$ cat src/core_pkg.sv
package core_pkg;

  //////////////////////////////
  // widths and sizes
  //////////////////////////////

  localparam int XLEN        = 32;
  localparam int NUM_REGS    = 32;
  localparam int QUEUE_DEPTH = 4;
  localparam int MUL_STEPS   = 32;

  typedef logic [XLEN-1:0]             word_t;
  typedef logic [$clog2(NUM_REGS)-1:0] reg_addr_t;
  typedef logic [3:0]                  alu_op_t;

  // alu operation codes
  localparam alu_op_t ALU_ADD  = 4'd0;
  localparam alu_op_t ALU_SUB  = 4'd1;
  localparam alu_op_t ALU_SLL  = 4'd2;
  localparam alu_op_t ALU_SLT  = 4'd3;
  localparam alu_op_t ALU_SLTU = 4'd4;
  localparam alu_op_t ALU_XOR  = 4'd5;
  localparam alu_op_t ALU_SRL  = 4'd6;
  localparam alu_op_t ALU_SRA  = 4'd7;
  localparam alu_op_t ALU_OR   = 4'd8;
  localparam alu_op_t ALU_AND  = 4'd9;
  localparam alu_op_t ALU_PASS = 4'd10;

  //////////////////////////////
  // instruction encodings
  //////////////////////////////

  localparam logic [6:0] OPC_OP     = 7'b0110011;
  localparam logic [6:0] OPC_OP_IMM = 7'b0010011;
  localparam logic [6:0] OPC_LUI    = 7'b0110111;

  localparam logic [6:0] FUNCT7_BASE   = 7'b0000000;
  localparam logic [6:0] FUNCT7_ALT    = 7'b0100000;
  localparam logic [6:0] FUNCT7_MULDIV = 7'b0000001;

  localparam logic [2:0] FUNCT3_ADD  = 3'b000;
  localparam logic [2:0] FUNCT3_SLL  = 3'b001;
  localparam logic [2:0] FUNCT3_SLT  = 3'b010;
  localparam logic [2:0] FUNCT3_SLTU = 3'b011;
  localparam logic [2:0] FUNCT3_XOR  = 3'b100;
  localparam logic [2:0] FUNCT3_SR   = 3'b101;
  localparam logic [2:0] FUNCT3_OR   = 3'b110;
  localparam logic [2:0] FUNCT3_AND  = 3'b111;

  localparam logic [2:0] FUNCT3_MUL   = 3'b000;
  localparam logic [2:0] FUNCT3_MULHU = 3'b011;

  typedef enum logic [1:0] {
    MUL_IDLE,
    MUL_RUN,
    MUL_DONE
  } mul_state_t;

endpackage

$ cat src/issue_if.sv
`timescale 1ns/1ps

interface issue_if;

  logic               valid;
  logic               ready;
  core_pkg::alu_op_t  alu_op;
  core_pkg::reg_addr_t rs1;
  core_pkg::reg_addr_t rs2;
  core_pkg::reg_addr_t rd;
  core_pkg::word_t    imm;
  logic               use_imm;
  logic               is_mul;
  logic               mul_high;
  logic               writes_rd;

  modport decoder (
    output valid, alu_op, rs1, rs2, rd, imm, use_imm, is_mul, mul_high, writes_rd,
    input  ready
  );

  modport exec (
    input  valid, alu_op, rs1, rs2, rd, imm, use_imm, is_mul, mul_high, writes_rd,
    output ready
  );

endinterface

$ cat src/instr_queue.sv
`timescale 1ns/1ps

module instr_queue (
  input  logic            clk_i,
  input  logic            reset_i,
  input  logic            push_i,
  input  core_pkg::word_t push_instr_i,
  output logic            head_valid_o,
  output core_pkg::word_t head_instr_o,
  input  logic            pop_i,
  output logic            credit_o
);

  core_pkg::word_t entries_q [core_pkg::QUEUE_DEPTH];

  logic [$clog2(core_pkg::QUEUE_DEPTH)-1:0]   wr_ptr_q;
  logic [$clog2(core_pkg::QUEUE_DEPTH)-1:0]   rd_ptr_q;
  logic [$clog2(core_pkg::QUEUE_DEPTH+1)-1:0] count_q;
  logic                                       credit_q;

  assign head_valid_o = (count_q != '0);
  assign head_instr_o = entries_q[rd_ptr_q];
  assign credit_o     = credit_q;

  // storage, written only under a held credit
  always_ff @(posedge clk_i) begin
    if (push_i) begin
      entries_q[wr_ptr_q] <= push_instr_i;
    end
  end

  always_ff @(posedge clk_i) begin
    if (reset_i) begin
      wr_ptr_q <= '0;
      rd_ptr_q <= '0;
      count_q  <= '0;
      credit_q <= 1'b0;
    end else begin
      if (push_i) begin
        wr_ptr_q <= (wr_ptr_q == core_pkg::QUEUE_DEPTH - 1) ? '0 : wr_ptr_q + 1'b1;
      end
      if (pop_i) begin
        rd_ptr_q <= (rd_ptr_q == core_pkg::QUEUE_DEPTH - 1) ? '0 : rd_ptr_q + 1'b1;
      end
      case ({push_i, pop_i})
        2'b10:   count_q <= count_q + 1'b1;
        2'b01:   count_q <= count_q - 1'b1;
        default: count_q <= count_q;
      endcase
      // one credit back per released entry
      credit_q <= pop_i;
    end
  end

endmodule

$ cat src/decoder.sv
`timescale 1ns/1ps

module decoder (
  input  logic            clk_i,
  input  logic            reset_i,
  input  logic            head_valid_i,
  input  core_pkg::word_t head_instr_i,
  output logic            pop_o,
  issue_if.decoder        issue
);

  logic [6:0]        opcode;
  logic [2:0]        funct3;
  logic [6:0]        funct7;
  core_pkg::alu_op_t dec_op;
  core_pkg::word_t   dec_imm;
  logic              dec_use_imm;
  logic              dec_is_mul;
  logic              dec_high;
  logic              dec_ok;

  function automatic core_pkg::alu_op_t alu_sel(input logic [2:0] f3, input logic alt);
    case (f3)
      core_pkg::FUNCT3_ADD:  alu_sel = alt ? core_pkg::ALU_SUB : core_pkg::ALU_ADD;
      core_pkg::FUNCT3_SLL:  alu_sel = core_pkg::ALU_SLL;
      core_pkg::FUNCT3_SLT:  alu_sel = core_pkg::ALU_SLT;
      core_pkg::FUNCT3_SLTU: alu_sel = core_pkg::ALU_SLTU;
      core_pkg::FUNCT3_XOR:  alu_sel = core_pkg::ALU_XOR;
      core_pkg::FUNCT3_SR:   alu_sel = alt ? core_pkg::ALU_SRA : core_pkg::ALU_SRL;
      core_pkg::FUNCT3_OR:   alu_sel = core_pkg::ALU_OR;
      default:               alu_sel = core_pkg::ALU_AND;
    endcase
  endfunction

  assign opcode = head_instr_i[6:0];
  assign funct3 = head_instr_i[14:12];
  assign funct7 = head_instr_i[31:25];

  always_comb begin
    dec_op      = core_pkg::ALU_ADD;
    dec_imm     = {{20{head_instr_i[31]}}, head_instr_i[31:20]};
    dec_use_imm = 1'b0;
    dec_is_mul  = 1'b0;
    dec_high    = 1'b0;
    dec_ok      = 1'b0;
    case (opcode)
      core_pkg::OPC_OP: begin
        if (funct7 == core_pkg::FUNCT7_MULDIV) begin
          // only MUL and MULHU kept from the M extension
          dec_is_mul = (funct3 == core_pkg::FUNCT3_MUL) || (funct3 == core_pkg::FUNCT3_MULHU);
          dec_high   = (funct3 == core_pkg::FUNCT3_MULHU);
          dec_ok     = dec_is_mul;
        end else begin
          dec_op = alu_sel(funct3, funct7[5]);
          dec_ok = (funct7 == core_pkg::FUNCT7_BASE) ||
                   ((funct7 == core_pkg::FUNCT7_ALT) &&
                    ((funct3 == core_pkg::FUNCT3_ADD) || (funct3 == core_pkg::FUNCT3_SR)));
        end
      end
      core_pkg::OPC_OP_IMM: begin
        dec_use_imm = 1'b1;
        // ADDI never becomes SUB, imm bit 10 is data there
        dec_op = alu_sel(funct3, (funct3 == core_pkg::FUNCT3_SR) && funct7[5]);
        dec_ok = ((funct3 != core_pkg::FUNCT3_SLL) && (funct3 != core_pkg::FUNCT3_SR)) ||
                 (funct7 == core_pkg::FUNCT7_BASE) ||
                 ((funct3 == core_pkg::FUNCT3_SR) && (funct7 == core_pkg::FUNCT7_ALT));
      end
      core_pkg::OPC_LUI: begin
        dec_op      = core_pkg::ALU_PASS;
        dec_imm     = {head_instr_i[31:12], 12'b0};
        dec_use_imm = 1'b1;
        dec_ok      = 1'b1;
      end
      default: begin
        dec_ok = 1'b0;
      end
    endcase
  end

  // take a new word when the stage is empty or draining
  assign pop_o = head_valid_i && (!issue.valid || issue.ready);

  //////////////////////////////
  // stage register
  //////////////////////////////

  always_ff @(posedge clk_i) begin
    if (reset_i) begin
      issue.valid <= 1'b0;
    end else if (pop_o) begin
      issue.valid <= 1'b1;
    end else if (issue.ready) begin
      issue.valid <= 1'b0;
    end
  end

  always_ff @(posedge clk_i) begin
    if (pop_o) begin
      issue.alu_op    <= dec_op;
      issue.rs1       <= head_instr_i[19:15];
      issue.rs2       <= head_instr_i[24:20];
      issue.rd        <= head_instr_i[11:7];
      issue.imm       <= dec_imm;
      issue.use_imm   <= dec_use_imm;
      issue.is_mul    <= dec_is_mul;
      issue.mul_high  <= dec_high;
      issue.writes_rd <= dec_ok && (head_instr_i[11:7] != '0);
    end
  end

endmodule

$ cat src/reg_file.sv
`timescale 1ns/1ps

module reg_file (
  input  logic                clk_i,
  input  core_pkg::reg_addr_t rs1_addr_i,
  input  core_pkg::reg_addr_t rs2_addr_i,
  output core_pkg::word_t     rs1_data_o,
  output core_pkg::word_t     rs2_data_o,
  input  logic                we_i,
  input  core_pkg::reg_addr_t rd_addr_i,
  input  core_pkg::word_t     rd_data_i
);

  core_pkg::word_t regs_q [core_pkg::NUM_REGS];

  // x0 always reads zero
  assign rs1_data_o = (rs1_addr_i == '0) ? '0 : regs_q[rs1_addr_i];
  assign rs2_data_o = (rs2_addr_i == '0) ? '0 : regs_q[rs2_addr_i];

  always_ff @(posedge clk_i) begin
    if (we_i && (rd_addr_i != '0)) begin
      regs_q[rd_addr_i] <= rd_data_i;
    end
  end

endmodule

$ cat src/mul_unit.sv
`timescale 1ns/1ps

module mul_unit (
  input  logic            clk_i,
  input  logic            reset_i,
  input  logic            start_i,
  input  core_pkg::word_t a_i,
  input  core_pkg::word_t b_i,
  input  logic            high_i,
  output core_pkg::word_t result_o,
  output logic            done_o
);

  core_pkg::mul_state_t                    state_q;
  logic [$clog2(core_pkg::MUL_STEPS)-1:0]  step_q;
  logic [2*core_pkg::XLEN-1:0]             prod_q;
  core_pkg::word_t                         mcand_q;
  logic                                    high_q;
  core_pkg::word_t                         addend;
  logic [core_pkg::XLEN:0]                 sum;

  // upper half accumulates, lower half shifts the multiplier out
  assign addend = prod_q[0] ? mcand_q : '0;
  assign sum    = {1'b0, prod_q[2*core_pkg::XLEN-1:core_pkg::XLEN]} + {1'b0, addend};

  always_ff @(posedge clk_i) begin
    if (reset_i) begin
      state_q <= core_pkg::MUL_IDLE;
      step_q  <= '0;
    end else begin
      case (state_q)
        core_pkg::MUL_IDLE: begin
          if (start_i) begin
            state_q <= core_pkg::MUL_RUN;
            step_q  <= '0;
          end
        end
        core_pkg::MUL_RUN: begin
          step_q <= step_q + 1'b1;
          if (step_q == core_pkg::MUL_STEPS - 1) begin
            state_q <= core_pkg::MUL_DONE;
          end
        end
        default: begin
          state_q <= core_pkg::MUL_IDLE;
        end
      endcase
    end
  end

  always_ff @(posedge clk_i) begin
    if (start_i && (state_q == core_pkg::MUL_IDLE)) begin
      prod_q  <= {{core_pkg::XLEN{1'b0}}, b_i};
      mcand_q <= a_i;
      high_q  <= high_i;
    end else if (state_q == core_pkg::MUL_RUN) begin
      prod_q <= {sum, prod_q[core_pkg::XLEN-1:1]};
    end
  end

  assign done_o   = (state_q == core_pkg::MUL_DONE);
  assign result_o = high_q ? prod_q[2*core_pkg::XLEN-1:core_pkg::XLEN]
                           : prod_q[core_pkg::XLEN-1:0];

endmodule

$ cat src/exec_stage.sv
`timescale 1ns/1ps

module exec_stage (
  input  logic                clk_i,
  input  logic                reset_i,
  issue_if.exec               issue,
  output core_pkg::reg_addr_t rs1_addr_o,
  output core_pkg::reg_addr_t rs2_addr_o,
  input  core_pkg::word_t     rs1_data_i,
  input  core_pkg::word_t     rs2_data_i,
  output logic                wb_valid_o,
  output core_pkg::reg_addr_t wb_rd_o,
  output core_pkg::word_t     wb_data_o
);

  logic                accept;
  logic                mul_start;
  logic                mul_done;
  logic                mul_busy_q;
  core_pkg::reg_addr_t mul_rd_q;
  logic                mul_wr_q;
  core_pkg::word_t     mul_result;
  core_pkg::word_t     op_a;
  core_pkg::word_t     op_b_reg;
  core_pkg::word_t     op_b;
  core_pkg::word_t     alu_result;
  logic [4:0]          shamt;
  logic                wb_valid_q;
  core_pkg::reg_addr_t wb_rd_q;
  core_pkg::word_t     wb_data_q;

  assign rs1_addr_o = issue.rs1;
  assign rs2_addr_o = issue.rs2;

  // stall from mul acceptance through its done cycle
  assign issue.ready = !mul_busy_q;
  assign accept      = issue.valid && issue.ready;
  assign mul_start   = accept && issue.is_mul;

  //////////////////////////////
  // operands
  //////////////////////////////

  assign op_a     = (wb_valid_q && (wb_rd_q == issue.rs1)) ? wb_data_q : rs1_data_i;
  assign op_b_reg = (wb_valid_q && (wb_rd_q == issue.rs2)) ? wb_data_q : rs2_data_i;
  assign op_b     = issue.use_imm ? issue.imm : op_b_reg;
  assign shamt    = op_b[4:0];

  always_comb begin
    case (issue.alu_op)
      core_pkg::ALU_ADD:  alu_result = op_a + op_b;
      core_pkg::ALU_SUB:  alu_result = op_a - op_b;
      core_pkg::ALU_SLL:  alu_result = op_a << shamt;
      core_pkg::ALU_SLT:  alu_result = core_pkg::word_t'($signed(op_a) < $signed(op_b));
      core_pkg::ALU_SLTU: alu_result = core_pkg::word_t'(op_a < op_b);
      core_pkg::ALU_XOR:  alu_result = op_a ^ op_b;
      core_pkg::ALU_SRL:  alu_result = op_a >> shamt;
      core_pkg::ALU_SRA:  alu_result = core_pkg::word_t'($signed(op_a) >>> shamt);
      core_pkg::ALU_OR:   alu_result = op_a | op_b;
      core_pkg::ALU_AND:  alu_result = op_a & op_b;
      core_pkg::ALU_PASS: alu_result = op_b;
      default:            alu_result = '0;
    endcase
  end

  mul_unit u_mul (
    .clk_i    (clk_i),
    .reset_i  (reset_i),
    .start_i  (mul_start),
    .a_i      (op_a),
    .b_i      (op_b),
    .high_i   (issue.mul_high),
    .result_o (mul_result),
    .done_o   (mul_done)
  );

  //////////////////////////////
  // writeback register
  //////////////////////////////

  always_ff @(posedge clk_i) begin
    if (reset_i) begin
      mul_busy_q <= 1'b0;
      wb_valid_q <= 1'b0;
    end else begin
      if (mul_start) begin
        mul_busy_q <= 1'b1;
      end else if (mul_done) begin
        mul_busy_q <= 1'b0;
      end
      wb_valid_q <= (accept && !issue.is_mul && issue.writes_rd) || (mul_done && mul_wr_q);
    end
  end

  always_ff @(posedge clk_i) begin
    if (mul_start) begin
      mul_rd_q <= issue.rd;
      mul_wr_q <= issue.writes_rd;
    end
    // done and accept never share a cycle
    if (mul_done) begin
      wb_rd_q   <= mul_rd_q;
      wb_data_q <= mul_result;
    end else if (accept && !issue.is_mul) begin
      wb_rd_q   <= issue.rd;
      wb_data_q <= alu_result;
    end
  end

  assign wb_valid_o = wb_valid_q;
  assign wb_rd_o    = wb_rd_q;
  assign wb_data_o  = wb_data_q;

endmodule

$ cat src/rv_core.sv
`timescale 1ns/1ps

module rv_core (
  input  logic                clk_i,
  input  logic                reset_i,
  input  logic                instr_valid_i,
  input  core_pkg::word_t     instr_i,
  output logic                credit_o,
  output logic                wb_valid_o,
  output core_pkg::reg_addr_t wb_rd_o,
  output core_pkg::word_t     wb_data_o
);

  logic                head_valid;
  core_pkg::word_t     head_instr;
  logic                pop;
  core_pkg::reg_addr_t rs1_addr;
  core_pkg::reg_addr_t rs2_addr;
  core_pkg::word_t     rs1_data;
  core_pkg::word_t     rs2_data;

  issue_if issue_bus ();

  instr_queue u_queue (
    .clk_i        (clk_i),
    .reset_i      (reset_i),
    .push_i       (instr_valid_i),
    .push_instr_i (instr_i),
    .head_valid_o (head_valid),
    .head_instr_o (head_instr),
    .pop_i        (pop),
    .credit_o     (credit_o)
  );

  decoder u_decoder (
    .clk_i        (clk_i),
    .reset_i      (reset_i),
    .head_valid_i (head_valid),
    .head_instr_i (head_instr),
    .pop_o        (pop),
    .issue        (issue_bus)
  );

  // write port fed straight from the writeback register
  reg_file u_regs (
    .clk_i      (clk_i),
    .rs1_addr_i (rs1_addr),
    .rs2_addr_i (rs2_addr),
    .rs1_data_o (rs1_data),
    .rs2_data_o (rs2_data),
    .we_i       (wb_valid_o),
    .rd_addr_i  (wb_rd_o),
    .rd_data_i  (wb_data_o)
  );

  exec_stage u_exec (
    .clk_i      (clk_i),
    .reset_i    (reset_i),
    .issue      (issue_bus),
    .rs1_addr_o (rs1_addr),
    .rs2_addr_o (rs2_addr),
    .rs1_data_i (rs1_data),
    .rs2_data_i (rs2_data),
    .wb_valid_o (wb_valid_o),
    .wb_rd_o    (wb_rd_o),
    .wb_data_o  (wb_data_o)
  );

endmodule

$ cat config.mk
export PLATFORM = sky130hd
export DESIGN_NAME = rv_core
export DESIGN_NICKNAME = d
export VERILOG_FILES = /design/src/core_pkg.sv /design/src/issue_if.sv /design/src/instr_queue.sv /design/src/decoder.sv /design/src/reg_file.sv /design/src/mul_unit.sv /design/src/exec_stage.sv /design/src/rv_core.sv
export SDC_FILE = /design/constraint.sdc
export NUM_CORES = 2
export LEC_CHECK = 0
export ABC_AREA = 1
export BUFFER_PORTS_ARGS = -buffer_cell sky130_fd_sc_hd__buf_2
export CAP_MARGIN = 20
export CORE_AREA = 4 4 476 478
export DETAILED_ROUTE_END_ITERATION = 10
export DIE_AREA = 0 0 480 482
export PLACE_DENSITY_LB_ADDON = 0.2
export SYNTH_ARGS = -nofsm -noshare
export SYNTH_HDL_FRONTEND = slang
export SYNTH_SLANG_ARGS = --single-unit
$ cat constraint.sdc
create_clock -name clk_i -period 4.95 [get_ports clk_i]
set_input_delay 1.2375 -clock clk_i [delete_from_list [all_inputs] [get_ports clk_i]]
set_output_delay 1.2375 -clock clk_i [all_outputs]
set_load 0.02 [all_outputs]
==> results.sh <==
export IMPL_status="complete, no violations"
export IMPL_hold_viol=0
export IMPL_cts_tree="built"
export IMPL_clk_latency_ps=840
export IMPL_synth_seq_area_share_pct=52.6
export IMPL_syn_inst=8880
export IMPL_drt_vias_per_instance=5.73
export IMPL_wirelength_mm=336
export IMPL_htree_levels=4
export IMPL_layout_commonest_cell="nand2_1"
export IMPL_startpoint_type="register"
export IMPL_drtIter0Drc=9685
export IMPL_numPortBuffers=73
export IMPL_drv_slew=0
export IMPL_ios=74
export IMPL_drive_gt1_share_pct=15.6
export IMPL_place_hpwl_mm=218
export IMPL_area_growth_pct=20.4
export IMPL_cts_buffer_depth=3
export IMPL_die_area_sq_um=231000
export IMPL_maxCapViolCount=0
export IMPL_vias=71300
export IMPL_critPathKind="register to register"
export IMPL_ys_warnings_count=0
export IMPL_clock_fmax_mhz=205
export IMPL_grt_pass1_wl_mm=466
export IMPL_grt_max_degree=110
export IMPL_grt_ovfl_total=0
export IMPL_die_w_microns=480
export IMPL_fin_crit_ps=4880
export IMPL_drt_first_pass_iters=6
export IMPL_slew_headroom_pct=21.8
export IMPL_place_congestion=1.03
export IMPL_antenna_left=0
export IMPL_syn_area_per_cell_sq_um=8.72
export IMPL_clk_pin_slew_ps=60
export IMPL_cp_arrival_ps=5450
export IMPL_clock_skew_final_ps=41.0
export IMPL_initial_core_util_pct=34.9
export IMPL_synth_seq_cells=1377
export IMPL_crit_path_end_kind="register"
export IMPL_dpl_cell_area_sq_um=85400
export IMPL_tightest_slew_ps=1170
export IMPL_fin_nets=9521
export IMPL_design_area_sq_um=93200
export IMPL_die_h_microns=482
export IMPL_holdBufCountCts=0
export IMPL_setup_viol=0
export IMPL_antenna_found_initial=14
export IMPL_first_global_vias=65600
export IMPL_syn_area_sq_um=77400
export IMPL_crit_required_ps=5520
export IMPL_drc=0
export IMPL_synth_distinct_cells=56
export IMPL_core_sq_um=222000
export IMPL_final_cell_mix="1,634 x nand2_1, 1,315 x edfxtp_1, 1,314 x nand3_1"
export IMPL_wl_per_cell_microns=27.0
export IMPL_grtUsageTotal_pct=27.5
export IMPL_period_share_pct=98.6
export IMPL_numCtsBuffers=160
export IMPL_rsz0062_at_grt="true"
export IMPL_crit_fanout=16
export IMPL_hold_path_class="register to register"
export IMPL_cts_root_buf="clkbuf_16"
export IMPL_numClockSinks=1377
export IMPL_rows=173
## sequential cells by signal (all words and copies together) (netlist names), 2 cells and up, named ones only
register                cells
u_regs.regs_q            1024
u_queue.entries_q         128
u_exec.u_mul.prod_q        64
u_decoder.issue.imm        32
u_exec.u_mul.mcand_q       32
u_exec.wb_data_o           32
u_decoder.issue.rd          5
u_decoder.issue.rs1         5
u_decoder.issue.rs2         5
u_exec.mul_rd_q             5
u_exec.u_mul.step_q         5
u_exec.wb_rd_o              5
u_decoder.issue.alu_op      4
u_queue.count_q             3
u_exec.u_mul.state_q        2
u_queue.rd_ptr_q            2
u_queue.wr_ptr_q            2
## per-layer routing
layer  GRT usage (%)  vias up  wire, microns
li1                -    31900              -
met1            38.7    34600         141000
met2            41.4     4063         144000
met3            5.13      711          34100
met4            11.9        6          16600
met5               0        -             34
## cell type report
| type | count | area [sq um] |
|---|---|---|
| fillers | 21800 | 129000 |
| flip-flops and latches | 1377 | 40800 |
| multi-input cells | 5942 | 31300 |
| repair buffers | 884 | 8500 |
| clock buffers | 186 | 4120 |
| well taps | 2975 | 3720 |
| inverters | 977 | 3700 |
| clock inverters | 102 | 1070 |
| diodes | 4 | 10.0 |
## synthesized netlist by cell type, drive strengths merged
cell type     n  area, sq um
edfxtp     1315        39500
o21ai       768         3890
dfxtp        62         1240
a41oi         2         17.5
a21o          9         67.6
xnor2         6         52.6
o22ai        29          181
o2111ai       3         26.3
nand2      1674         6300
buf         399         2200
clkinv        6         22.5
ha          140         1750
clkbuf      216          811
o221a         1         11.3
inv         971         3650
nand4        40          250
a32o          3         30.0
o211a         1         10.0
a32oi         8         70.1
o311ai        4         35.0
a221oi       21          184
xor2         16          140
a21oi       667         3340
a31oi        16          100
o31ai         7         52.6
a211oi        2         15.0
o211ai      452         3390
fa            4         80.1
and2          5         31.3
o21bai       11         82.6
o221ai       35          307
a211o         1         8.76
nor3         40          200
nand3      1368         6850
o21a         12         90.1
or2          95          594
conb          1         3.75
a2111oi       1         8.76
nor3b         1         7.51
a21boi        8         60.1
nand3b        9         67.6
nor2        443         1670
nor4          7         43.8
o32ai         1         8.76
## kinds of logic after synthesis
group                      after synthesis  share of synthesized area, %
xor gates and xnor gates                22                         0.249
DFF                                   1377                          52.6
buffers and inverters                 1592                          8.63
other                                    1                       0.00484
AOI/OAI and AO/OA                     2062                          15.5
and+or+nand+nor                       3682                          20.7
adders and majority gates              144                          2.37
## metrics by stage
step                instances  hold WS (ps)  TNS, ps  setup WS, ps  util, %
finish                  12400           394        0          67.5     42.0
global route            12400           421     -143         -69.6     42.0
CTS                     12400           405     -262          -122     41.1
detailed placement      12100           408    -4650          -604     38.5
global placement        12100           406    -5110          -560     38.5
floorplan                8911           400        0           563        -
## worst max-delay path: stages (launching register included)
cell	delay [ps]
dfxtp_4	540
buf_6	310
buf_12	180
buf_4	310
nand3_1	150
nand3_1	160
nand3_1	160
nand3_1	230
nand2_1	120
o21ai_2	90
inv_2	50
ha_1	380
buf_4	190
inv_1	60
a21oi_1	300
o21ai_0	140
a31oi_1	250
nand3_1	130
buf_4	150
nand4_1	100
nand3_1	100
nand3_1	110
nand4_1	100
nand2_1	180
nand2_1	80
## path summary, 6_finish.rpt
check                    endpoint  slack (ps)                      from  cells after the start
min           u_exec.u_mul.high_q         390  u_decoder.issue.mul_high                      0
max          u_exec.wb_data_o[31]          70                  register                     24
min reg2reg   u_exec.u_mul.high_q         390  u_decoder.issue.mul_high                      0
max reg2reg  u_exec.wb_data_o[31]          70                  register                     24
## timing repair
action | 4_1_cts | 5_1_grt
setup buffers | 6 | 32
pin swaps | 2 | 67
cloned | 5 | 30
resized for setup | 66 | 265
setup endpoints to repair | 20 | 22
Power is not shown: default switching activity piles up to over one toggle a cycle in this logic, so the estimate is an artifact.
